==> src/logic/pipe_pkg.sv <==
package pipe_pkg;

	// operations the execute stage can ask of the ALU
	typedef enum logic [2:0] {
		ALU_ADD = 3'd0,
		ALU_SUB = 3'd1,
		ALU_AND = 3'd2,
		ALU_OR  = 3'd3,
		ALU_XOR = 3'd4,
		ALU_SLT = 3'd5
	} alu_op_e;

	// operand source in execute
	typedef enum logic [1:0] {
		FWD_NONE = 2'd0,
		FWD_MEM  = 2'd1,
		FWD_WB   = 2'd2
	} fwd_sel_e;

endpackage

==> src/logic/rv_isa_pkg.sv <==
package rv_isa_pkg;

	// base word and register index sizes
	localparam int XLEN       = 32;
	localparam int REG_ADDR_W = 5;
	localparam int NUM_REGS   = 32;

	// instruction field widths
	localparam int OPCODE_W = 7;
	localparam int FUNCT3_W = 3;
	localparam int FUNCT7_W = 7;

	typedef logic [XLEN-1:0]       word_t;
	typedef logic [REG_ADDR_W-1:0] reg_addr_t;

	////////////////////////////////////////////////////////////////////////////
	// major opcodes of the kept subset
	////////////////////////////////////////////////////////////////////////////
	typedef enum logic [OPCODE_W-1:0] {
		OP     = 7'b0110011,
		OP_IMM = 7'b0010011,
		LOAD   = 7'b0000011,
		STORE  = 7'b0100011,
		BRANCH = 7'b1100011,
		JAL    = 7'b1101111
	} opcode_e;

	// funct3 codes for OP and OP_IMM
	localparam logic [FUNCT3_W-1:0] FUNCT3_ADD_SUB = 3'b000;
	localparam logic [FUNCT3_W-1:0] FUNCT3_SLT     = 3'b010;
	localparam logic [FUNCT3_W-1:0] FUNCT3_XOR     = 3'b100;
	localparam logic [FUNCT3_W-1:0] FUNCT3_OR      = 3'b110;
	localparam logic [FUNCT3_W-1:0] FUNCT3_AND     = 3'b111;

	// funct7 separating sub from add
	localparam logic [FUNCT7_W-1:0] FUNCT7_SUB = 7'b0100000;

endpackage

==> src/logic/hazard_unit.sv <==
module hazard_unit (
	input  rv_isa_pkg::reg_addr_t id_rs1,
	input  rv_isa_pkg::reg_addr_t id_rs2,
	input  rv_isa_pkg::reg_addr_t ex_rs1,
	input  rv_isa_pkg::reg_addr_t ex_rs2,
	input  rv_isa_pkg::reg_addr_t ex_rd,
	input  rv_isa_pkg::reg_addr_t mem_rd,
	input  rv_isa_pkg::reg_addr_t wb_rd,
	input  logic                  ex_mem_read,
	input  logic                  mem_reg_write,
	input  logic                  wb_reg_write,
	input  logic                  redirect,
	output pipe_pkg::fwd_sel_e    fwd_a,
	output pipe_pkg::fwd_sel_e    fwd_b,
	output logic                  stall,
	output logic                  flush
);
	import rv_isa_pkg::*;
	import pipe_pkg::*;

	logic load_use;

	// youngest producer wins, x0 never forwarded
	function automatic fwd_sel_e pick_source(reg_addr_t rs, reg_addr_t m_rd, logic m_we,
			reg_addr_t w_rd, logic w_we);
		if (m_we && m_rd != '0 && m_rd == rs) begin
			return FWD_MEM;
		end else if (w_we && w_rd != '0 && w_rd == rs) begin
			return FWD_WB;
		end
		return FWD_NONE;
	endfunction

	assign fwd_a = pick_source(ex_rs1, mem_rd, mem_reg_write, wb_rd, wb_reg_write);
	assign fwd_b = pick_source(ex_rs2, mem_rd, mem_reg_write, wb_rd, wb_reg_write);

	// load in execute feeding the instruction in decode
	assign load_use = ex_mem_read && ex_rd != '0 && (ex_rd == id_rs1 || ex_rd == id_rs2);

	// decode is squashed on redirect, so no point holding it
	assign stall = load_use && !redirect;
	assign flush = redirect;

endmodule

==> config.mk <==
export PLATFORM = sky130hd
export DESIGN_NAME = hazard_unit
export DESIGN_NICKNAME = d
export VERILOG_FILES = /design/src/logic/pipe_pkg.sv /design/src/logic/rv_isa_pkg.sv /design/src/logic/hazard_unit.sv
export SDC_FILE = /design/constraint.sdc
export NUM_CORES = 1
export LEC_CHECK = 0
export ABC_AREA = 1
export BUFFER_PORTS_ARGS = -buffer_cell sky130_fd_sc_hd__buf_2
export CORE_AREA = 3 3 40 42
export DETAILED_ROUTE_END_ITERATION = 8
export DIE_AREA = 0 0 43 45
export GPL_ROUTABILITY_DRIVEN = 0
export PLACE_DENSITY_LB_ADDON = 0.3
export SLEW_MARGIN = 20
export SYNTH_ARGS = -nofsm -noshare
export SYNTH_HDL_FRONTEND = slang
export SYNTH_SLANG_ARGS = --single-unit
==> constraint.sdc <==
create_clock -name vclk -period 1.9
set_input_delay 0.38 -clock vclk [all_inputs]
set_output_delay 0.38 -clock vclk [all_outputs]
set_load 0.1 [all_outputs]
# Word-level counts from Yosys, hierarchy flattened
# Cells that the tools add are included.
# op_classes
muxes	10
n_reduce_logical	14
n_eq_ne	6
# ops
op	n
$eq 5x5->1	6
$reduce_bool 5->1	3
$mux 2	6
$logic_and 1x1->1	9
$mux 1	4
$logic_not 1->1	1
$logic_or 1x1->1	1
# totals
out_inout_bits	6
ff_bits	0
wordCells	30

# Depth between registers and ports, before layout
# logic_depth
depth_word	6
ltp_mapped	7
depth_no_buf	7

# Worst setup path before layout
# Ideal clock, no wire load.
# synth_timing
path_kind	input -> output
start	input mem_rd[3]
end	output fwd_b[1]
path_buffers	0
arrival_time_ps	2220
slack_ps	-700
stages	7
cell_sequence	inv_1 -> nand2_1 -> nand2_1 -> nor2_1 -> nand3_1 -> nor2_2 -> nor2_1
# synth_via
elab_chain_len	5
# synth_rtl
item	line	source
start, declared	hazard_unit.sv:7	input rv_isa_pkg::reg_addr_t mem_rd,
$reduce_bool 5->1	hazard_unit.sv:26	if (m_we && m_rd != '0 && m_rd == rs) begin
$logic_and 1x1->1	hazard_unit.sv:26	
$logic_and 1x1->1 (*)	hazard_unit.sv:26	
$mux 2 / $mux 1 (equally long branches)	hazard_unit.sv:26	
$mux 2 (*)	hazard_unit.sv:31	return FWD_NONE;
end, declared	hazard_unit.sv:14	output pipe_pkg::fwd_sel_e fwd_b,
# Mark *: on every way between the ends. The rest lies on a longest branch, timed or not.

# Worst setup path after layout
# layout_timing
start	input mem_rd[3]
end	output fwd_a[1]
# layout_via
elab_chain_len	5
# layout_rtl
item	line	source
$reduce_bool 5->1	hazard_unit.sv:26	
$logic_and 1x1->1	hazard_unit.sv:26	
$logic_and 1x1->1 (*)	hazard_unit.sv:26	
$mux 2 / $mux 1 (equally long branches)	hazard_unit.sv:26	
$mux 2 (*)	hazard_unit.sv:31	
end, declared	hazard_unit.sv:13	output pipe_pkg::fwd_sel_e fwd_a,
# Marks and branches as above.

==> results_dict.tcl <==
set metrics [dict create \
    arrival_ns 1.27 \
    drt_wl_total_mm 1.63 \
    num_io_pins 45 \
    n_sequential_cell 0 \
    core_area_mm2 0.00128 \
    yosys_warnings 0 \
    post_cts_resized 0 \
    vias 860 \
    slowest_delay_ns 0.17 \
    drv_cap 0 \
    hold_violations 0 \
    syn_nets 166 \
    hold_buffers 0 \
    holdWs_ns 1.14 \
    antennaDiodeCount 0 \
    relSlewSlack 0.680 \
    period_share 0.867 \
    synth.area.top_cells "nand2_1 38%, inv_1 16%, nor2_1 11%" \
    grt_overflow 0 \
    fin_crit_ns 1.65 \
    power.density_mw_per_mm2 210 \
    setup_viol 0 \
    start_util 0.439 \
    path_max_fanout 3 \
    drc_errors 0 \
    tightest_slew_ns 0.484 \
    yosysTopAreaCellShare 0.379 \
    setup.worst_path.start_class "input pin" \
    drt_pre_antenna_iters 6 \
    fin_setup_tns_ns 0 \
    critPathRequiredTime_ns 1.52 \
    syn_avg_cell_area_um2 4.44 \
    nets 212 \
    crit_path_end_kind "output port" \
    fmax_ghz 0.607 \
    drive_gt1_frac 0.304 \
    grt_max_degree 5 \
    portBuffers 45 \
    final_antenna_net_count 0 \
    hold_class "in2out" \
    maxSlewViolCount 0 \
    nClkBuffers 0 \
    grt_use_total 0.159 \
    seq_area_frac_synth 0 \
    die_area_mm2 0.00194 \
    synthCells 127 \
    synth_common_cells "57 x nand2_1, 24 x inv_1, 17 x nor2_1" \
    rsz0062_at_grt "no" \
    grt_pass1_vias 725 \
    grt_antenna_before_repair 0 \
    vias_per_cell 4.62 \
    synth.most_common_cell "nand2_1" \
    postCtsSetupBuffers 0 \
    fp-row-count 13 \
    slowest_stage "nor2_4" \
    drt_iter0_drc 16 \
    wire_per_inst_um 8.76 \
    crit_chain "buf_2 > inv_1 > nand2_1 > nand2_1 > nor2_1 > nand3_1 > nor2_4 > nor2_4 > buf_12" \
    hpwl_mm 1.49 \
    netlist_area_um2 564 \
    grt_pass1_wl_mm 2.53 \
    crit_type "in2out" \
    die_height_um 45 \
    yosysTopAreaCell "nand2_1" \
    seqCellArea_um2 0 \
    synth.distinct_cells 15 \
    syn_to_final_growth_pct 60.8 \
    status "complete, no violations" \
    vdd_drop_max_mv 0.136 \
    dieWidth_um 43 \
    p_leak_nw 0.570 \
]
==> cell type report <==
type | instances | area (um^2)
multi-input cells | 101 | 494
fillers | 113 | 378
repair buffers | 45 | 300
inverters | 25 | 93.8
well taps | 15 | 18.8
==> through the flow <==
step | area [um^2] | power [mW] | setup slack (ns) | std cells | util
global placement | 907 | 0.187 | 0.275 | 186 | 0.706
global route | 907 | 0.211 | 0.171 | 186 | 0.706
finish | 907 | 0.191 | 0.253 | 186 | 0.706
detailed placement | 907 | 0.190 | 0.253 | 186 | 0.706
CTS | 907 | 0.191 | 0.251 | 186 | 0.706
floorplan | 596 | 0.111 | -0.160 | 127 | -
==> layout by cell type (no fill, tap or decap) <==
cell and n:
nor2_1 15, inv_1 24, buf_2 40, nor3_1 1, o21ai_1 1, buf_12 5
a21oi_4 1, nand3b_1 2, inv_2 1, or2_2 1, nor2_4 3, xor2_1 3
nand4_1 3, nand3_1 6, nand2_1 57, nor2_2 1, xnor2_1 7
==> cells by family (layout without fill, tap and decap cells) <==
kind of cell,count (synthesis),after routing,share of synthesized area
simple gates,89,89,0.647
compound gates,2,2,0.0177
buf+inv,26,70,0.180
xor+xnor,10,10,0.155
==> worst paths after layout <==
kind                  startpoint  endpoint  slack, ns  depth (start not counted)
worst max-delay path   mem_rd[3]  fwd_a[1]       0.25                          9
worst min-delay path    redirect     flush       1.14                          2
==> critical path: cells and delay by family <==
kind | cells | cell delay, ns
buffers and inverters | 3 | 0.32
AND/OR/NAND/NOR | 6 | 0.57
==> power breakdown <==
part / switching (mW) / total [mW] / internal [mW] / leakage, nW
clock: 0 / 0 / 0 / 0
sequential: 0 / 0 / 0 / 0
combinational: 0.110 / 0.191 / 0.0805 / 0.570
total: 0.110 / 0.191 / 0.0805 / 0.570
==> routing by layer <==
layer / track usage / share of wire
met3: 0.00797 / 0.099
met1: 0.186 / 0.41
met4: 0.0120 / 0
met5: 0 / 0
met2: 0.329 / 0.49
No activity file was read; power rests on OpenSTA's default activity.
