--- src/logic/rv_isa_pkg.sv ---
package rv_isa_pkg;

	// base word and register index sizes
	localparam int XLEN       = 32;
	localparam int REG_ADDR_W = 5;
	localparam int NUM_REGS   = 32;

	// instruction field widths
	localparam int OPCODE_W = 7;
	localparam int FUNCT3_W = 3;
	localparam int FUNCT7_W = 7;

	typedef logic [XLEN-1:0]       word_t;
	typedef logic [REG_ADDR_W-1:0] reg_addr_t;

	////////////////////////////////////////////////////////////////////////////
	// major opcodes of the kept subset
	////////////////////////////////////////////////////////////////////////////
	typedef enum logic [OPCODE_W-1:0] {
		OP     = 7'b0110011,
		OP_IMM = 7'b0010011,
		LOAD   = 7'b0000011,
		STORE  = 7'b0100011,
		BRANCH = 7'b1100011,
		JAL    = 7'b1101111
	} opcode_e;

	// funct3 codes for OP and OP_IMM
	localparam logic [FUNCT3_W-1:0] FUNCT3_ADD_SUB = 3'b000;
	localparam logic [FUNCT3_W-1:0] FUNCT3_SLT     = 3'b010;
	localparam logic [FUNCT3_W-1:0] FUNCT3_XOR     = 3'b100;
	localparam logic [FUNCT3_W-1:0] FUNCT3_OR      = 3'b110;
	localparam logic [FUNCT3_W-1:0] FUNCT3_AND     = 3'b111;

	// funct7 separating sub from add
	localparam logic [FUNCT7_W-1:0] FUNCT7_SUB = 7'b0100000;

endpackage

--- src/logic/register_file.sv ---
module register_file (
	input  logic                  clock,
	input  logic                  reset,
	input  rv_isa_pkg::reg_addr_t read_a,
	input  rv_isa_pkg::reg_addr_t read_b,
	output rv_isa_pkg::word_t     data_a,
	output rv_isa_pkg::word_t     data_b,
	input  rv_isa_pkg::reg_addr_t write_addr,
	input  logic                  write_enable,
	input  rv_isa_pkg::word_t     write_data
);
	import rv_isa_pkg::*;

	// x0 has no storage
	word_t regs [1:NUM_REGS-1];

	always_ff @(posedge clock or negedge reset) begin
		if (!reset) begin
			for (int i = 1; i < NUM_REGS; i++) begin
				regs[i] <= '0;
			end
		end else if (write_enable && write_addr != '0) begin
			regs[write_addr] <= write_data;
		end
	end

	// writeback in the same cycle is visible to decode
	function automatic word_t read_port(reg_addr_t addr);
		if (addr == '0) begin
			return '0;
		end else if (write_enable && write_addr == addr) begin
			return write_data;
		end
		return regs[addr];
	endfunction

	always_comb begin
		data_a = read_port(read_a);
		data_b = read_port(read_b);
	end

endmodule

--- config.mk ---
export PLATFORM = sky130hd
export DESIGN_NAME = register_file
export DESIGN_NICKNAME = d
export VERILOG_FILES = /design/src/logic/rv_isa_pkg.sv /design/src/logic/register_file.sv
export SDC_FILE = /design/constraint.sdc
export NUM_CORES = 2
export LEC_CHECK = 0
export BUFFER_PORTS_ARGS = -buffer_cell sky130_fd_sc_hd__buf_2
export CORE_UTILIZATION = 60
export CTS_BUF_LIST = sky130_fd_sc_hd__clkbuf_8
export CTS_CLUSTER_DIAMETER = 100
export DETAILED_ROUTE_END_ITERATION = 12
export PLACE_DENSITY_LB_ADDON = 0.12
export SETUP_SLACK_MARGIN = 0.15
export SLEW_MARGIN = 20
export SYNTH_ARGS = -nofsm -noshare
export SYNTH_HDL_FRONTEND = slang
export SYNTH_SLANG_ARGS = --single-unit
--- constraint.sdc ---
create_clock -name clock -period 4.5 [get_ports clock]
set_input_delay 0.675 -clock clock [delete_from_list [all_inputs] [get_ports clock]]
set_output_delay 0.675 -clock clock [all_outputs]
set_load 0.01 [all_outputs]
# Word level (Yosys, flattened, before mapping)

Cells that the tools add are included.

Register bits after elaboration: 992
Output and inout bits: 64

Magnitude comparators: 4
Equal/unequal tests: 2
Multiplexer cells: 19
Bitwise operators: 3
Reduce and logical (&&, ||, !) cells: 7

Operator list:

| cell               | number |
|---|---|
| $bwmux 992         | 1 |
| $mux 32            | 11 |
| $bmux 32 s5        | 2 |
| $demux 32 s5       | 1 |
| $ge 6x6->1 const B | 3 |
| $not 5->6          | 3 |
| $eq 5x5->1         | 2 |
| $logic_not 5->1    | 2 |
| $lt 6x1->1 const B | 1 |
| $reduce_bool 5->1  | 1 |
| $logic_and 1x1->1  | 4 |
| $mux 1             | 4 |

# Longest topological paths before layout

Depth after elaboration: 6
Gate-level depth with buffers: 9
Mapped depth without buffers: 5

# Worst setup path before layout

No wires, ideal clock.

Kind: input to output
From: input port read_a[1]
To: output port data_a[31]
Data arrival time: 2.212 ns
Slack: 1.613 ns
Stages on the path: 7
Buffers on the path: 4
Cell sequence: buf_2 buf_4 buf_2 clkbuf_1 o311ai_0 nor3_1 o41ai_1

Cells in the longest elaborated chain, start to end: 5

RTL lines:

| item                                                                 | RTL line                                 | source |
|---|---|---|
| from (decl)                                                          | register_file.sv:4                       | `input rv_isa_pkg::reg_addr_t read_a,` |
| $not 5->6 (not written as such) / $eq 5x5->1 (equally long branches) | register_file.sv:34, register_file.sv:31 |  |
| $bmux 32 s5 / $logic_and 1x1->1 (equally long branches)              | register_file.sv:34, register_file.sv:31 |  |
| $mux 32 (not written as such) / $mux 1 (equally long branches)       | register_file.sv:34, register_file.sv:31 |  |
| $mux 32 (not written as such) / $mux 1 (equally long branches)       | register_file.sv:34, register_file.sv:29 |  |
| $mux 32 (*)                                                          | register_file.sv:34                      | `return regs[addr];` |
| to (decl)                                                            | register_file.sv:6                       | `output rv_isa_pkg::word_t data_a,` |

Every way passes the cells marked *; elsewhere a longest branch is shown, timed or not. The select of a mux whose other input is x is not followed.

# Worst setup path in the final report

From: input port read_b[1]
To: output port data_b[30]

Cells in the longest elaborated chain, start to end: 5

RTL lines:

| item                                                                 | RTL line                                 | source |
|---|---|---|
| from (decl)                                                          | register_file.sv:5                       | `input rv_isa_pkg::reg_addr_t read_b,` |
| $not 5->6 (not written as such) / $eq 5x5->1 (equally long branches) | register_file.sv:34, register_file.sv:31 |  |
| $bmux 32 s5 / $logic_and 1x1->1 (equally long branches)              | register_file.sv:34, register_file.sv:31 |  |
| $mux 32 (not written as such) / $mux 1 (equally long branches)       | register_file.sv:34, register_file.sv:31 |  |
| $mux 32 (not written as such) / $mux 1 (equally long branches)       | register_file.sv:34, register_file.sv:29 |  |
| $mux 32 (*)                                                          | register_file.sv:34                      |  |
| to (decl)                                                            | register_file.sv:7                       | `output rv_isa_pkg::word_t data_b,` |

Marks and branches as above.

==> summary.md <==
| Metric | Value |
|---|---|
| Status | complete, no violations |
| Clock transition at path regs | about 0.06 ns |
| Synth async-reset ratio | between 90% and 100% |
| TritonCTS clock tree | yes |
| Worst-skew pair later-pin latency | about 0.83 ns |
| CTS Sinks | around 990 |
| Top Registers | regs: 992 flops |
| Synth top area share | approximately 45% |
| Fin crit period | 4.28 ns |
| Top-count cell post-synth | mux2_2 |
| Power Dens Cells | ~430 mW/mm^2 |
| Final TNS setup | 0 ns |
| Vias/cell | ~7.0 |
| Combinational Power Share | a little over a fifth |
| Core ar. | 0.0903 sq mm |
| Crit path max fanout | 27 |
| Syn Area/Cell | roughly 13 sq um |
| Initial antenna violation count | 11 |
| I/O pins | ~110 |
| Max cap viols | 0 |
| RSZ-0062 raised after global routing | no |
| Max clock buf depth | 3 |
| Period utilisation layout | 95.1% |
| Nets | 4254 |
| CTS Buf Count | between 150 and 200 |
| Final Hold Vio Count | 0 |
| # port buffers | around 110 |
| Post-synth top cells | mux2_2 (1036), dfrtp_1 (992), mux2i_1 (451) |
| Grt total ovfl | 0 |
| DR iter-0 viols | around 4000 |
| Hpwl dp | 103 mm |
| Sw frac | 29.1% |
| Worst Hold Class | in -> reg |
| Sequential fraction of the synthesis area | between 40% and 50% |
| Synth Flop Type | dfrtp_1 |
| Max reg flops | about 990 |
| Yosys top cell by area | dfrtp_1 |
| Synth area leaders | dfrtp_1 (45%), mux2_2 (21%), mux4_2 (8.8%) |
| Final wirelength | approximately 170 mm |
| Startpoint Class | input pin |
| Delay-heaviest family, CP | buffers and inverters |
| 1st-pass router iterations | 8 |
| Die area | 0.0926 sq mm |
| Lkg Pwr | about 0.027 uW |
| Worst Path Arrival | 3.60 ns |
| Largest net degree at the start of global routing | about 120 |
| F_max | 0.234 GHz |
| Post-Syn Area | approximately 0.055 sq mm |
| Pint | approximately 19000 uW |
| Root Buffer | clkbuf_8 |
| CP endpoint kind | output port |
| Htree depth | 4 |
| Cells after Synth | slightly above 4000 |
| Remaining routing DRC violations | 0 |
| Routed Antenna Nets | 0 |
| CP Class | in -> out |
| Post-CTS Setup Bufs | 0 |
| Area Growth Syn to Fin | 10.6% |
| Share of layout cells above drive strength 1 | between 40% and 50% |
| Final Max Tran Viols | 0 |
| RePlAce Congestion | 0.913 |
| Initial Util | around three fifths |
| DR WL/cell | about 30 um |
| Die width | a little over 300 um |
| Syn Nets | roughly 4200 |
| Post-synth EDFFs | 0 |
| PostCTS Resize Cnt | 0 |
| Crit-path most repeated cell | buf_4 |
| Post-layout worst setup margin | 0.222 ns |
| Syn. warnings | 0 |
| Register share of total power | ~46% |
| Final Core Density | roughly two thirds |
| Clock power frac | around 33% |
| Clock Skew | 0 ns |
| Routed via count | between 30000 and 40000 |
| Slew @ Worst Pin | approximately 1.1 ns |
| Hold Slack | ~0.22 ns |
| CP max stage cell | nor3_1 |
| Distinct cells, synth | 55 |
| Relative slew margins | roughly 29% |
| Register bit total from synthesis | 992 |
| Final setup fails | 0 |
| Crit path cell chain | buf_6, buf_4, nand2b_4, buf_4, buf_4, o22ai_1, nor3_1, nor3_1, a22o_1, buf_2 |
| Worst Path Buf+Inv | 5 |
| Die Height | roughly 300 um |
| Num rows | 110 |
| Post-Place Worst Slack | around 0.34 ns |
| Switch Pwr | 7640 uW |
| Crit-path max cell delay | ~0.55 ns |
| Worst EP required | around 3.8 ns |
| Vias in the first global route | 38700 |
| First-pass GRT wire length | 254 mm |
| Largest register by flop count | regs |
| R2r setup slk | 3.68 ns |
| All-Layer GR Usage | a little over a third |
| Maximum VDD drop | 0.299 mV |
==> final timing paths <==
kind / from / endpoint / cells past startpoint
worst max-delay path: read_b[1] / data_b[30] / 10
worst min-delay path: write_data[29] / regs[221] / 2
worst max register to register: regs[627] / regs[627] / 1
worst min register to register: regs[632] / regs[632] / 1
max in group asynchronous: reset / regs[252] / 3
min in group asynchronous: reset / regs[946] / 2
==> routing by layer <==
layer	vias to the layer above	share of wire, %	track usage (%)
li1	15900	-	-
met1	20300	42	52.0
met2	1879	44	53.4
met3	356	10	11.3
met4	4	2.9	12.7
met5	-	0.017	0
==> stage by stage <==
stage               std cells  total power, uW  instance area (sq um)
floorplan                4136            15800                  54900
global placement         5210            17400                  57000
detailed placement       5210            17600                  57000
CTS                      5516            26200                  60600
global route             5523            27300                  60600
finish                   5526            26200                  60600
==> logic make-up (layout without fill, tap and decap cells) <==
logic type	Yosys count	after routing	share of synthesized area (%)
AOI/OAI and AO/OA	471	471	7.02
xor gates and xnor gates	7	7	0.112
buffers and inverters	445	649	4.37
DFF	992	992	45.3
muxes	1722	1722	38.9
other	0	10	0
and+or+nand+nor	499	499	4.37
==> cell type report <==
cell class	instances	area, sq um
Sequential cell	992	24800
Antenna cell	10	25.0
Tap cell	1176	1470
Clock buffer	230	3170
Multi-Input combinational cell	2699	27900
Fill cell	6679	29600
Inverter	4	15.0
Clock inverter	75	463
Timing Repair Buffer	340	2810
==> cell usage in the layout, fill, tap and decap left out, drive strengths merged, types with 65 or more instances in the layout <==
cell type and count:
clkbuf 230, dfrtp 992, mux2 1051, nor2 76, o22ai 162, mux4 220
a211oi 65, buf 339, nand2 146, nor2b 79, nor3 125, mux2i 451
==> power groups by stage <==
stage	registers, uW	logic, uW	clock network (uW)
after floorplan	11700	4130	0
after detailed placement	12100	5510	0
after global placement	12000	5390	0
after CTS	11900	5530	8740
after global routing	12200	5970	9160
final	12000	5580	8650
==> repair_timing <==
item / 4_1_cts / 5_1_grt
hold buffers: 1 / 0
hold endpoints to repair: 69 / 0
endpoints found under the setup margin: 0 / 0
Note: power is estimated with default switching activity, not from simulation.
