$ cat src/logic/pipe_pkg.sv
package pipe_pkg;

	// operations the execute stage can ask of the ALU
	typedef enum logic [2:0] {
		ALU_ADD = 3'd0,
		ALU_SUB = 3'd1,
		ALU_AND = 3'd2,
		ALU_OR  = 3'd3,
		ALU_XOR = 3'd4,
		ALU_SLT = 3'd5
	} alu_op_e;

	// operand source in execute
	typedef enum logic [1:0] {
		FWD_NONE = 2'd0,
		FWD_MEM  = 2'd1,
		FWD_WB   = 2'd2
	} fwd_sel_e;

endpackage

$ cat src/logic/rv_isa_pkg.sv
package rv_isa_pkg;

	// base word and register index sizes
	localparam int XLEN       = 32;
	localparam int REG_ADDR_W = 5;
	localparam int NUM_REGS   = 32;

	// instruction field widths
	localparam int OPCODE_W = 7;
	localparam int FUNCT3_W = 3;
	localparam int FUNCT7_W = 7;

	typedef logic [XLEN-1:0]       word_t;
	typedef logic [REG_ADDR_W-1:0] reg_addr_t;

	////////////////////////////////////////////////////////////////////////////
	// major opcodes of the kept subset
	////////////////////////////////////////////////////////////////////////////
	typedef enum logic [OPCODE_W-1:0] {
		OP     = 7'b0110011,
		OP_IMM = 7'b0010011,
		LOAD   = 7'b0000011,
		STORE  = 7'b0100011,
		BRANCH = 7'b1100011,
		JAL    = 7'b1101111
	} opcode_e;

	// funct3 codes for OP and OP_IMM
	localparam logic [FUNCT3_W-1:0] FUNCT3_ADD_SUB = 3'b000;
	localparam logic [FUNCT3_W-1:0] FUNCT3_SLT     = 3'b010;
	localparam logic [FUNCT3_W-1:0] FUNCT3_XOR     = 3'b100;
	localparam logic [FUNCT3_W-1:0] FUNCT3_OR      = 3'b110;
	localparam logic [FUNCT3_W-1:0] FUNCT3_AND     = 3'b111;

	// funct7 separating sub from add
	localparam logic [FUNCT7_W-1:0] FUNCT7_SUB = 7'b0100000;

endpackage

$ cat src/logic/decode_control.sv
module decode_control (
	input  rv_isa_pkg::word_t     instruction,
	output rv_isa_pkg::reg_addr_t rs1,
	output rv_isa_pkg::reg_addr_t rs2,
	output rv_isa_pkg::reg_addr_t rd,
	output rv_isa_pkg::word_t     imm,
	output pipe_pkg::alu_op_e     alu_op,
	output logic                  use_imm,
	output logic                  reg_write,
	output logic                  mem_read,
	output logic                  mem_write,
	output logic                  mem_to_reg,
	output logic                  is_branch,
	output logic                  is_jump
);
	import rv_isa_pkg::*;
	import pipe_pkg::*;

	opcode_e             opcode;
	logic [FUNCT3_W-1:0] funct3;
	logic [FUNCT7_W-1:0] funct7;

	assign opcode = opcode_e'(instruction[6:0]);
	assign funct3 = instruction[14:12];
	assign funct7 = instruction[31:25];
	assign rs1    = instruction[19:15];
	assign rs2    = instruction[24:20];
	assign rd     = instruction[11:7];

	// immediate format follows the opcode
	always_comb begin
		case (opcode)
			OP_IMM, LOAD: imm = {{20{instruction[31]}}, instruction[31:20]};
			STORE:        imm = {{20{instruction[31]}}, instruction[31:25], instruction[11:7]};
			BRANCH: imm = {{19{instruction[31]}}, instruction[31], instruction[7],
				instruction[30:25], instruction[11:8], 1'b0};
			JAL: imm = {{11{instruction[31]}}, instruction[31], instruction[19:12],
				instruction[20], instruction[30:21], 1'b0};
			default: imm = '0;
		endcase
	end

	////////////////////////////////////////////////////////////////////////////
	// control set
	////////////////////////////////////////////////////////////////////////////
	always_comb begin
		// no-op unless a kept opcode matches
		alu_op     = ALU_ADD;
		use_imm    = 1'b0;
		reg_write  = 1'b0;
		mem_read   = 1'b0;
		mem_write  = 1'b0;
		mem_to_reg = 1'b0;
		is_branch  = 1'b0;
		is_jump    = 1'b0;
		case (opcode)
			OP: begin
				reg_write = 1'b1;
				case (funct3)
					FUNCT3_ADD_SUB: alu_op = (funct7 == FUNCT7_SUB) ? ALU_SUB : ALU_ADD;
					FUNCT3_SLT:     alu_op = ALU_SLT;
					FUNCT3_XOR:     alu_op = ALU_XOR;
					FUNCT3_OR:      alu_op = ALU_OR;
					FUNCT3_AND:     alu_op = ALU_AND;
					default:        reg_write = 1'b0;
				endcase
			end
			OP_IMM: begin
				// addi only
				use_imm   = 1'b1;
				reg_write = (funct3 == FUNCT3_ADD_SUB);
			end
			LOAD: begin
				use_imm    = 1'b1;
				reg_write  = 1'b1;
				mem_read   = 1'b1;
				mem_to_reg = 1'b1;
			end
			STORE: begin
				use_imm   = 1'b1;
				mem_write = 1'b1;
			end
			BRANCH: begin
				alu_op    = ALU_SUB;
				is_branch = 1'b1;
			end
			JAL: begin
				reg_write = 1'b1;
				is_jump   = 1'b1;
			end
			default: ;
		endcase
	end

endmodule

$ cat config.mk
export PLATFORM = sky130hd
export DESIGN_NAME = decode_control
export DESIGN_NICKNAME = d
export VERILOG_FILES = /design/src/logic/pipe_pkg.sv /design/src/logic/rv_isa_pkg.sv /design/src/logic/decode_control.sv
export SDC_FILE = /design/constraint.sdc
export NUM_CORES = 1
export LEC_CHECK = 0
export BUFFER_PORTS_ARGS = -buffer_cell sky130_fd_sc_hd__buf_2
export CORE_MARGIN = 3
export CORE_UTILIZATION = 28
export DETAILED_ROUTE_END_ITERATION = 8
export GPL_TIMING_DRIVEN = 0
export PLACE_DENSITY = 0.78
export SYNTH_ARGS = -nofsm -noshare
export SYNTH_HDL_FRONTEND = slang
export SYNTH_SLANG_ARGS = --single-unit
$ cat constraint.sdc
create_clock -name vclk -period 1.43
set_input_delay 0.143 -clock vclk [all_inputs]
set_output_delay 0.143 -clock vclk [all_outputs]
set_load 0.005 [all_outputs]
Yosys cells after proc, flatten, opt, wreduce, memory -nomap -nowiden --
Cells that the tools add are included.
Cells by class: eq/ne operators 11, muxes and demuxes 11, reduce and logical (&&, ||, !) cells 5
Operator list (count):
- $pmux W32 S4 | 1
- $eq A7 B6 Y1 const B | 3
- $pmux W3 S5 | 1
- $eq A7 B7 Y1 const B | 2
- $eq A3 B3 Y1 const B | 3
- $eq A7 B2 Y1 const B | 1
- $eq A7 B5 Y1 const B | 1
- $mux W1 | 7
- $pmux W3 S2 | 1
- $reduce_or A5 Y1 | 1
- $reduce_or A2 Y1 | 2
- $eq A3 B2 Y1 const B | 1
- $logic_not A3 Y1 | 1
- $pmux W1 S3 | 1
- $reduce_or A3 Y1 | 1
Word-level totals: register bits 0

Longest topological paths before layout --
word-level depth 4, gate-level depth with buffers 6, mapped depth without buffers 6

Worst setup path after synthesis --
OpenSTA, ideal clock, no wires.
path type input -> output, from input instruction[5], to output imm[21], arrival time 1420 ps, slack -133 ps, stages on the path 6, buffers on the path 2, cell sequence buf_2 nor2b_1 nand4_1 a21oi_1 and2_1 buf_4
Between the ends: longest elaborated chain between the ends 3
RTL lines:
- from (decl) | line decode_control.sv:2 | input rv_isa_pkg::word_t instruction,
- $eq A7 B2 Y1 or $eq A7 B5 Y1 (tied branches) | line decode_control.sv:32 | case (opcode)
- $reduce_or A2 Y1 | line decode_control.sv:32
- $pmux W32 S4 (*) | line decode_control.sv:32
- to (decl) | line decode_control.sv:6 | output rv_isa_pkg::word_t imm,
Every way passes the cells marked *; elsewhere a longest branch is shown, timed or not.

Worst setup path after layout --
from input instruction[6], to output mem_write
Between the ends: longest elaborated chain between the ends 2
RTL lines:
- $eq A7 B6 Y1 | line decode_control.sv:56 | case (opcode)
- $mux W1 | line decode_control.sv:56
- to (decl) | line decode_control.sv:11 | output logic mem_write,
Every way passes these cells.

==> results.md <==
| Group | Parameter | Reported |
| --- | --- | --- |
| grt | Busiest layer in global routing | met2 |
| finish | Count of clock buffers in the final design | 0 |
| setup path | Data arrival time at the worst-slack endpoint | 1.32 ns |
| route | Wire per inst | 14.26 um |
| sta | Final Hold Vio Count | 0 |
| outcome | Violated checks | negative setup slack |
| route | Detailed-route DRC error count | 0 |
| pwr | Leak | 0.8609 nW |
| grt | Met1 usage | 0.1939 |
| route | Number of vias after detailed routing | 1127 |
| setup path | Crit-path max cell delay | 0.59 ns |
| pwr | Maximum resistive drop on vdd | 140.4 uV |
| synth | Cell variety after synth | 28 |
| floorplan | Full die area | 0.002732 sq mm |
| synth | Post-synth net total | 128 |
| place | Setup Slack @ Placement | -0.4301 ns |
| grt | Wire length of the first global-routing pass | 4222 um |
| place | Placed insts | 212 |
| synth | Register area share after synthesis | 0 |
| finish | Storage cell area | 0 sq um |
| setup path | Critical path start-end classification | primary input to output pin |
| sta | Worst rel slew slack | 0.8269 |
| hold path | Startpoint of the most critical hold path | instruction[18] |
| grt | Gr ovfl total | 0 |
| place | Final GP Congestion | 0.7514 |
| route | Drt pass-1 iters | 4 |
| setup path | Capturing element type of the critical path | output pin |
| sta | RSZ-0062 raised after global routing | true |
| synth | Post-Synthesis Cells | 96 |
| floorplan | Core Rows | 16 |
| setup path | Maximum fanout along the worst path | 5 |
| synth | Top cells by instance count after synthesis | sky130_fd_sc_hd__buf_4 (27), sky130_fd_sc_hd__nand2_1 (21), sky130_fd_sc_hd__and2_1 (7), sky130_fd_sc_hd__nor2_1 (6) |
| grt | Total routing usage reported by global routing | 0.1907 |
| synth | Synth area leader | sky130_fd_sc_hd__buf_4 |
| finish | Number of standard cells in the final layout excluding fillers | 227 |
| sta | Max frequency | 685.3 MHz |
| synth | Cell Area, Synth | 599.3 sq um |
| floorplan | Chip width | 52.27 um |
| floorplan | Core area | 0.002002 sq mm |
| floorplan | Initial cell density of the core | 0.2994 |
| setup path | WP data required | 1.29 ns |
| grt | Global-route track usage on met2 | 0.3933 |
| setup path | Nature of the critical path startpoint | primary input |
| setup path | Worst setup path startpoint | instruction[6] |
| grt | Met3 routing resource usage after global routing | 0.02564 |
| flow run | Maxcap violations | 0 |
| sta | Share of the clock period used by the worst path after layout | 1.020 |
| grt | Initial antenna violation count | 0 |
| grt | Via count of the first global-routing pass | 1000 |
| synth | Avg Cell Area, Syn | 6.243 sq um |
| sta | Minimum setup slack in the final design | -0.02927 ns |
| finish | Area growth from synthesis to final layout | 148.9% |
| synth | Yosys top cell area share | 0.3382 |
| synth | Most numerous cell in the Yosys netlist | sky130_fd_sc_hd__buf_4 |
| place | Buffers added on ports | 89 |
| hold path | Hold Crit Class | primary input to output pin |
| grt | Largest net degree at the start of global routing | 11 |
| sta | Slew of the pin with the lowest slew margin | 0.2561 ns |
| sta | Number of endpoints failing setup at the final stage | 14 |
| synth | Synthesis Warnings | 0 |
| sta | Post-route minimum period | 1.459 ns |
| pwr | Power per cell area | 178.4 mW/mm^2 |
| sta | Number of slew-limit violations in the final report | 0 |
| floorplan | Number of I/O pins | 89 |
| route | Post-Route WL | 3236 um |
| finish | Layout cell share with drive strength beyond 1 | 0.7850 |
| synth | Main area contributors after synthesis | sky130_fd_sc_hd__buf_4 (34%), sky130_fd_sc_hd__nand2_1 (13%), sky130_fd_sc_hd__and2_1 (7.3%), sky130_fd_sc_hd__a22o_1 (5.8%), sky130_fd_sc_hd__nor2_1 (3.8%) |
| clock tree | CTS Hold Bufs | 0 |
| outcome | Outcome | complete, but fails checks |
| finish | Number of nets at the end of the flow | 234 |
| route | Vias/cell | 4.965 |
| setup path | Slowest CP cell | sky130_fd_sc_hd__or4_4 |
| route | DRT antenna net count | 0 |
| finish | Seq_cells | 0 |
| place | Post-DP HPWL | 2034 um |
| route | Number of DRC markers in iteration 0 | 12 |
| setup path | Cells along the critical path | buf_8 > or4_4 > buf_6 > nor3b_2 > buf_2 |
| finish | Antenna diode instance count | 0 |
| floorplan | Die height | 52.27 um |
critical path: cells and delay by family:
kind,cells,cell delay [ns]
simple gates,2,0.78
buf+inv,3,0.38
cells by family after synthesis:
family                 count (synthesis)  synth area share
AO/OA/AOI/OAI                         15            0.1879
XOR/XNOR                               1           0.01462
buffers and inverters                 30            0.3612
AND/OR/NAND/NOR                       50            0.4363
metal layers:
layer	vias to the layer above	part of all wire
li1	519	-
met1	525	0.32
met2	77	0.56
met3	6	0.10
met4	0	0.014
met5	-	0
area by class of cell:
class | instances | area [sq um]
tap | 27 | 33.78
buffer | 28 | 255.2
fill | 146 | 510.5
timing repair buffer | 103 | 674.4
multi-input combinational | 68 | 524.3
inverter | 1 | 3.754
final timing paths:
check                   end  slack, ns  cells after the start
setup / recovery  mem_write      -0.03                      5
hold / removal       rs1[3]       0.55                      3
layout by cell type, fill, tap and decap left out, types with 3 or more instances in the layout:
cell and n:
sky130_fd_sc_hd__nor2_2 3, sky130_fd_sc_hd__buf_8 3, sky130_fd_sc_hd__buf_6 27, sky130_fd_sc_hd__buf_2 71, sky130_fd_sc_hd__nand2_1 18, sky130_fd_sc_hd__and2_1 6
sky130_fd_sc_hd__a22o_1 4, sky130_fd_sc_hd__a21oi_4 3, sky130_fd_sc_hd__buf_4 30
power breakdown:
part           switching, mW  leakage (nW)  internal, mW
clock                      0             0             0
sequential                 0             0             0
combinational          0.116         0.861         0.151
total                  0.116         0.861         0.151
per-stage QoR:
stage,util,setup TNS [ns],cell area (sq um),power (mW),hold WS [ns]
global route,0.7450,-1.100,1491,0.2856,0.5686
finish,0.7450,-0.1343,1491,0.2661,0.5518
floorplan,-,0,601.8,0.07966,0.3192
detailed placement,0.5400,-8.408,1081,0.1837,0.5525
global placement,0.5400,-6.453,1081,0.1787,0.5505
CTS,0.6463,-0.04061,1294,0.2250,0.5525
what timing repair did:
item | in CTS | in global routing
buffers inserted | 10 | 4
setup endpoints to repair | 36 | 37
pin swaps | 12 | 19
resized for setup | 32 | 40
gates cloned | 1 | 1
Note: power is estimated with default switching activity, not from simulation.
