### config.mk
export PLATFORM = sky130hd
export DESIGN_NAME = alu
export DESIGN_NICKNAME = d
export VERILOG_FILES = /design/src/logic/pipe_pkg.sv /design/src/logic/rv_isa_pkg.sv /design/src/logic/alu.sv
export SDC_FILE = /design/constraint.sdc
export NUM_CORES = 1
export LEC_CHECK = 0
export ABC_AREA = 1
export BUFFER_PORTS_ARGS = -buffer_cell sky130_fd_sc_hd__buf_2
export CORE_UTILIZATION = 47
export DETAILED_ROUTE_END_ITERATION = 12
export PLACE_DENSITY = 0.68
export SYNTH_ARGS = -nofsm -noshare
export SYNTH_HDL_FRONTEND = slang
export SYNTH_SLANG_ARGS = --single-unit
### constraint.sdc
create_clock -name vclk -period 3.7
set_input_delay 0.74 -clock vclk [all_inputs]
set_output_delay 0.74 -clock vclk [all_outputs]
set_load 0.01 [all_outputs]
### src/logic/pipe_pkg.sv
package pipe_pkg;

	// operations the execute stage can ask of the ALU
	typedef enum logic [2:0] {
		ALU_ADD = 3'd0,
		ALU_SUB = 3'd1,
		ALU_AND = 3'd2,
		ALU_OR  = 3'd3,
		ALU_XOR = 3'd4,
		ALU_SLT = 3'd5
	} alu_op_e;

	// operand source in execute
	typedef enum logic [1:0] {
		FWD_NONE = 2'd0,
		FWD_MEM  = 2'd1,
		FWD_WB   = 2'd2
	} fwd_sel_e;

endpackage

### src/logic/rv_isa_pkg.sv
package rv_isa_pkg;

	// base word and register index sizes
	localparam int XLEN       = 32;
	localparam int REG_ADDR_W = 5;
	localparam int NUM_REGS   = 32;

	// instruction field widths
	localparam int OPCODE_W = 7;
	localparam int FUNCT3_W = 3;
	localparam int FUNCT7_W = 7;

	typedef logic [XLEN-1:0]       word_t;
	typedef logic [REG_ADDR_W-1:0] reg_addr_t;

	////////////////////////////////////////////////////////////////////////////
	// major opcodes of the kept subset
	////////////////////////////////////////////////////////////////////////////
	typedef enum logic [OPCODE_W-1:0] {
		OP     = 7'b0110011,
		OP_IMM = 7'b0010011,
		LOAD   = 7'b0000011,
		STORE  = 7'b0100011,
		BRANCH = 7'b1100011,
		JAL    = 7'b1101111
	} opcode_e;

	// funct3 codes for OP and OP_IMM
	localparam logic [FUNCT3_W-1:0] FUNCT3_ADD_SUB = 3'b000;
	localparam logic [FUNCT3_W-1:0] FUNCT3_SLT     = 3'b010;
	localparam logic [FUNCT3_W-1:0] FUNCT3_XOR     = 3'b100;
	localparam logic [FUNCT3_W-1:0] FUNCT3_OR      = 3'b110;
	localparam logic [FUNCT3_W-1:0] FUNCT3_AND     = 3'b111;

	// funct7 separating sub from add
	localparam logic [FUNCT7_W-1:0] FUNCT7_SUB = 7'b0100000;

endpackage

### src/logic/alu.sv
module alu (
	input  pipe_pkg::alu_op_e op,
	input  rv_isa_pkg::word_t a,
	input  rv_isa_pkg::word_t b,
	output rv_isa_pkg::word_t result,
	output logic              equal
);
	import rv_isa_pkg::*;
	import pipe_pkg::*;

	always_comb begin
		case (op)
			ALU_ADD: result = a + b;
			ALU_SUB: result = a - b;
			ALU_AND: result = a & b;
			ALU_OR:  result = a | b;
			ALU_XOR: result = a ^ b;
			// signed compare
			ALU_SLT: result = word_t'($signed(a) < $signed(b));
			default: result = '0;
		endcase
	end

	// beq decision, independent of op
	assign equal = (a == b);

endmodule

After elaboration in Yosys (flattened, before gate mapping)
Index checks and enable logic that the tools add are counted.

operators by class
  order comparisons = 1
  eq/ne operators = 6
  bitwise operators = 3
  reduce and logical (&&, ||, !) cells = 1
  mux-type cells = 1
  $add $sub $neg = 2

operators with widths
  operator                                              count
  case mux 32 bit (6 select lines)                      1
  adder 32 bit                                          1
  bitwise AND 32 bit                                    1
  equality test 32 bit                                  1
  < comparator 32 bit                                   1
  bitwise OR 32 bit                                     1
  subtractor 32 bit                                     1
  bitwise XOR 32 bit                                    1
  equality test 3 x 2 -> 1 bit (second input constant)  2
  equality test 3 bit (second input constant)           2
  equality test 3 x 1 -> 1 bit (second input constant)  1
  zero test 3 bit                                       1

storage, ports and cells
  logic and storage cells = 14
  flip-flop bits (word level) = 0
  bits of input ports = 67
  output and inout bits = 33

Logic depth before layout (Yosys ltp)
Gate-level depths: netlist (run 1).

  depth in word-level cells = 2
  mapped depth = 17
  depth with buffers taken out = 16

Worst setup path before layout (run 1)
No wires, ideal clock.

  path kind = in2out
  start point = input a[0]
  end point = output result[22]
  buffers on the path = 0
  arrival = 2.174 ns
  required time = 2.960 ns
  stages on the path = 13
  setup slack = 0.786 ns
  cells stage by stage = ha_1 -> fa_1 -> nand3_1 -> nand3_1 -> nand2_1 -> nand2_1 -> nand2_1 -> nand2_1 -> nand2_1 -> nand2_1 -> nand2_1 -> nand3_1 -> nand3_1

on the way
  word-level cells in the longest chain between the ends = 2
  elaborated cells between the ends (all ways) = 3
  classes of those cells = 2 x add/sub; 1 x mux

ends and longest elaborated chain
  item                                               RTL line              RTL
  start: declaration                                 alu.sv:3              input rv_isa_pkg::word_t a,
  subtractor 32 bit or adder 32 bit (tied branches)  alu.sv:14, alu.sv:13
  case mux 32 bit (6 select lines) (*)               alu.sv:12             case (op)
  end: declaration                                   alu.sv:5              output rv_isa_pkg::word_t result,

Mark *: on every way between the ends. The rest lies on a longest branch, timed or not.

Worst setup path after layout (run 1)
  start point = input a[7]
  end point = output result[29]

Same word-level chain as after synthesis.

==> results of run 1 <==
worst paths after layout:
path               from          to  slack [ns]  cells past startpoint
setup / recovery   a[7]  result[29]        0.15                     14
hold / removal    op[1]   result[0]        1.94                      5
worst max-delay path, cell delays in order:
cell and delay [ns]:
buf_2 0.12, inv_1 0.05, ha_1 0.46, nand2_1 0.19, nor2_1 0.24, and3_1 0.18, nand2_1 0.05, nand2_1 0.19
nand2_1 0.14, nand2_1 0.09, nand2_1 0.05, nand3_1 0.07, nand3_1 0.09, buf_2 0.15
cell families (layout without fill, tap and decap cells):
family	Yosys count	count (layout)	share of synthesized area (%)
xor+xnor	9	9	1.23
buf+inv	332	405	21.2
fa+ha+maj	103	103	20.4
compound gates	146	146	12.8
simple gates	680	680	44.4
stage by stage:
stage	std cells	area, um^2
final	1519	6960
after global routing	1519	6960
after CTS	1519	6950
after detailed placement	1519	6950
after global placement	1519	6950
after floorplan	1270	6400
metal layers:
layer	vias up	track usage [%]	share of wire [%]
met5	-	0	0
met4	0	4.59	1.4
met3	24	3.19	9.9
met2	338	49.5	43
met1	3435	43.6	46
li1	4051	-	-
final cells by class:
| class | count | area (um^2) |
|---|---|---|
| fill | 1560 | 6280 |
| inverter | 296 | 1110 |
| multi-input combinational | 938 | 5050 |
| tap | 176 | 220 |
| timing repair buffer | 109 | 581 |
power by group:
| part | leakage, nW | internal (W) | switching, W |
|---|---|---|---|
| clock | 0 | 0 | 0 |
| combinational | 4.48 | 0.000326 | 0.000682 |
| sequential | 0 | 0 | 0 |
layout by cell type (no fill, tap or decap), drive strengths merged:
master	synthesis	final
clkinv	1	1
nand2	420	420
buf	34	109
xor2	9	9
a22oi	1	1
nand3	114	114
a221oi	3	3
o21ai	27	27
ha	101	101
a211oi	1	1
nor3	18	18
nand4	10	10
and2	2	2
o211ai	3	3
o22ai	28	28
inv	295	295
fa	2	2
or2	1	1
o221ai	4	4
a21oi	74	74
nor4	2	2
nor2	110	110
o21bai	5	5
and3	3	3
==> flow_summary.yaml, run 1 <==
floorplan:
  start_util_pct: 48.3
  coreArea_um2: 13200
  fp-row-count: 42
  dieArea_um2: 14100
  fp.dieW_um: 119
  io_pins: 100
  die_y_um: 119
sta:
  tightest_slew_ns: 0.586
  maxSlewHeadroom_pct: 60.9
  layout_min_cycle_time_ns: 3.55
  setup_slack_ns: 0.149
  report.final.setup_viol: 0
  finalMaxSlewViolations: 0
  holdWs_ns: 1.94
  clock.fmax_mhz: 282
  tns_ns: 0
  rsz0062_at_grt: "no"
  hold_violations: 0
  period_share_pct: 96.0
grt:
  grt_pass1_wl_um: 34400
  grt_max_degree: 33
  grt_overflow: 0
  grt_pass1_vias: 6987
  antenna_found_initial: 0
  track_usage_pct: 30.4
final_layout:
  seq_cell_count: 0
  ff_latch_area_um2: 0
  fin_nets: 1515
  area_growth_syn_to_layout_pct: 8.78
  drive_above_1_share_pct: 9.90
  clockBufferCount: 0
  insertedDiodeCount: 0
  fin_util_pct: 52.6
detailed_routing:
  drtPass1Iterations: 5
  drt_iter0_drc: 793
  vias: 7848
  route.detailed.drc: 0
  wirelength_um: 21700
  via_per_inst: 5.17
  wire_per_inst_um: 14.3
  final_antenna_net_count: 0
setup_path:
  cp_max_fo: 9
  start_kind: "input port"
  endpoint_kind: "primary output"
  cp_data_required_time_ns: 2.96
  crit_type: "input port to primary output"
  arrival_ns: 2.81
synth:
  synthesis.nets: 1440
  synth_common_cells: "nand2_1 (419), inv_1 (290), nand3_1 (113)"
  synth.yosys.seq_area_share_pct: 0
  synth_area_leaders: "nand2_1 (25%), ha_1 (20%), inv_1 (17%), nand3_1 (8.8%), nor2_1 (5.9%)"
  synth.largest_area_cell: "nand2_1"
  synth.most_common_cell: "nand2_1"
  yosys.area.top_type_share_pct: 24.6
  syn_inst: 1270
  synthesis.area_um2: 6400
  ys_types: 37
  yosys_warnings: 0
  syn_avg_cell_area_um2: 5.04
clock_tree:
  postCtsSetupBuffers: 0
  post_cts_resized: 0
  hold_buffers: 0
power:
  max-vdd-ir-drop_v: 0.0000594
  power.total_w: 0.00101
  p_leak_nw: 4.48
  powerDensity_nw_per_um2: 145
flow_run:
  maxCapViolations: 0
worst_hold_path:
  min_path_type: "input port to primary output"
outcome:
  status: "finished clean"
placed_design:
  port_buffers: 100
  dp_hpwl_um: 18300
  post-place-ws_ns: 0.220
  gp_congestion: 1.03
No activity file was read; power rests on OpenSTA's default activity.
==> inputs of run 2 (changes only) <==
Settings changed: CELL_PAD_IN_SITES_DETAIL_PLACEMENT from default to 1, CELL_PAD_IN_SITES_GLOBAL_PLACEMENT from default to 1, CORE_UTILIZATION 47 to 43, PLACE_DENSITY 0.68 to default, PLACE_DENSITY_LB_ADDON from default to 0.1, TNS_END_PERCENT from default to 30.
==> run 2 against run 1 <==
Utilization down 3.8 points. Cell count is 1.3% higher. Combinational power increased by 5%. Global-route usage is 2.8 points higher. First-iteration DRC count decreased by 28%. Highest routed layer unchanged. Critical path type unchanged.
==> flow_summary.yaml, run 2 (synthesis gave the netlist of run 1 again) <==
outcome:
  status: "finished clean"
sta:
  layout_min_cycle_time_ns: 3.59
  finalMaxSlewViolations: 0
  report.final.setup_viol: 0
  period_share_pct: 96.9
  tightest_slew_ns: 0.541
  rsz0062_at_grt: "yes"
  hold_violations: 0
  setup_slack_ns: 0.115
  clock.fmax_mhz: 279
  holdWs_ns: 1.94
  maxSlewHeadroom_pct: 63.9
  tns_ns: 0
worst_hold_path:
  min_path_type: "input port to primary output"
setup_path:
  cp_data_required_time_ns: 2.96
  arrival_ns: 2.85
  endpoint_kind: "primary output"
  start_kind: "input port"
  cp_max_fo: 8
  crit_type: "input port to primary output"
final_layout:
  drive_above_1_share_pct: 11.4
  seq_cell_count: 0
  ff_latch_area_um2: 0
  final_common_cell: "nand2_1"
  insertedDiodeCount: 0
  fin_util_pct: 48.8
  layout_common_cells: "nand2_1 (419), inv_1 (290), nand3_1 (112)"
  fin_nets: 1527
  clockBufferCount: 0
  area_growth_syn_to_layout_pct: 10.8
placed_design:
  dp_hpwl_um: 22100
  port_buffers: 100
  post-place-ws_ns: 0.0410
  gp_congestion: 0.979
floorplan:
  io_pins: 100
  start_util_pct: 44.0
  coreArea_um2: 14500
  fp-row-count: 44
  fp.dieW_um: 124
  dieArea_um2: 15400
  die_y_um: 124
power:
  powerDensity_nw_per_um2: 150
  p_leak_nw: 4.53
  max-vdd-ir-drop_v: 0.0000623
grt:
  grt_max_degree: 20
  track_usage_pct: 33.2
  grt_pass1_vias: 7679
  grt_overflow: 0
  grt_pass1_wl_um: 39000
  antenna_found_initial: 0
detailed_routing:
  wire_per_inst_um: 16.5
  drtPass1Iterations: 5
  final_antenna_net_count: 0
  via_per_inst: 5.31
  route.detailed.drc: 0
  drt_iter0_drc: 568
  vias: 8179
  wirelength_um: 25400
clock_tree:
  postCtsSetupBuffers: 0
flow_run:
  maxCapViolations: 0
-- run 2: repair_timing --
action,in CTS,in global routing
gates resized for setup,0,10
hold buffers,0,0
endpoints found under the setup margin,0,12
-- run 2: path summary, 6_finish.rpt --
| check | from | end | depth (start not counted) |
|---|---|---|---|
| setup / recovery | a[16] | result[31] | 13 |
| hold / removal | op[1] | result[0] | 5 |
-- run 2: final cells by class --
class                           instances  area [um^2]
Inverter                              296         1110
Multi-Input combinational cell        938         5070
Timing Repair Buffer                  121          671
Tap cell                              184          230
Fill cell                            2305         7450
-- run 2: through the flow --
stage / total power (W) / instances / cell area (um^2)
floorplan: 0.000693 / 1270 / 6400
global placement: 0.00101 / 1539 / 7050
detailed placement: 0.00104 / 1539 / 7050
CTS: 0.00104 / 1539 / 7050
global route: 0.00118 / 1539 / 7090
finish: 0.00107 / 1539 / 7090
-- run 2: critical path: stages --
cell     delay, ns
buf_2         0.10
inv_1         0.04
ha_1          0.49
nand2_1       0.17
nor2_1        0.25
nand2_1       0.15
nor4_2        0.26
nand2_1       0.21
nand2_1       0.10
nand2_1       0.05
nand3_1       0.07
nand3_1       0.07
buf_2         0.14
-- run 2: layer usage --
layer / share of wire [%] / track usage, % / routed length [um] / vias to the layer above
li1: - / - / - / 4060
met1: 47 / 47.7 / 12000 / 3805
met2: 43 / 54.9 / 11100 / 278
met3: 7.1 / 2.06 / 1800 / 36
met4: 2.1 / 5.36 / 533 / 0
met5: 0 / 0 / 0 / -
-- run 2: report_power, final --
part | total, W | internal (W) | leakage (nW) | switching (W)
Combinational | 0.00106 | 0.000342 | 4.53 | 0.000723
Clock | 0 | 0 | 0 | 0
Sequential | 0 | 0 | 0 | 0
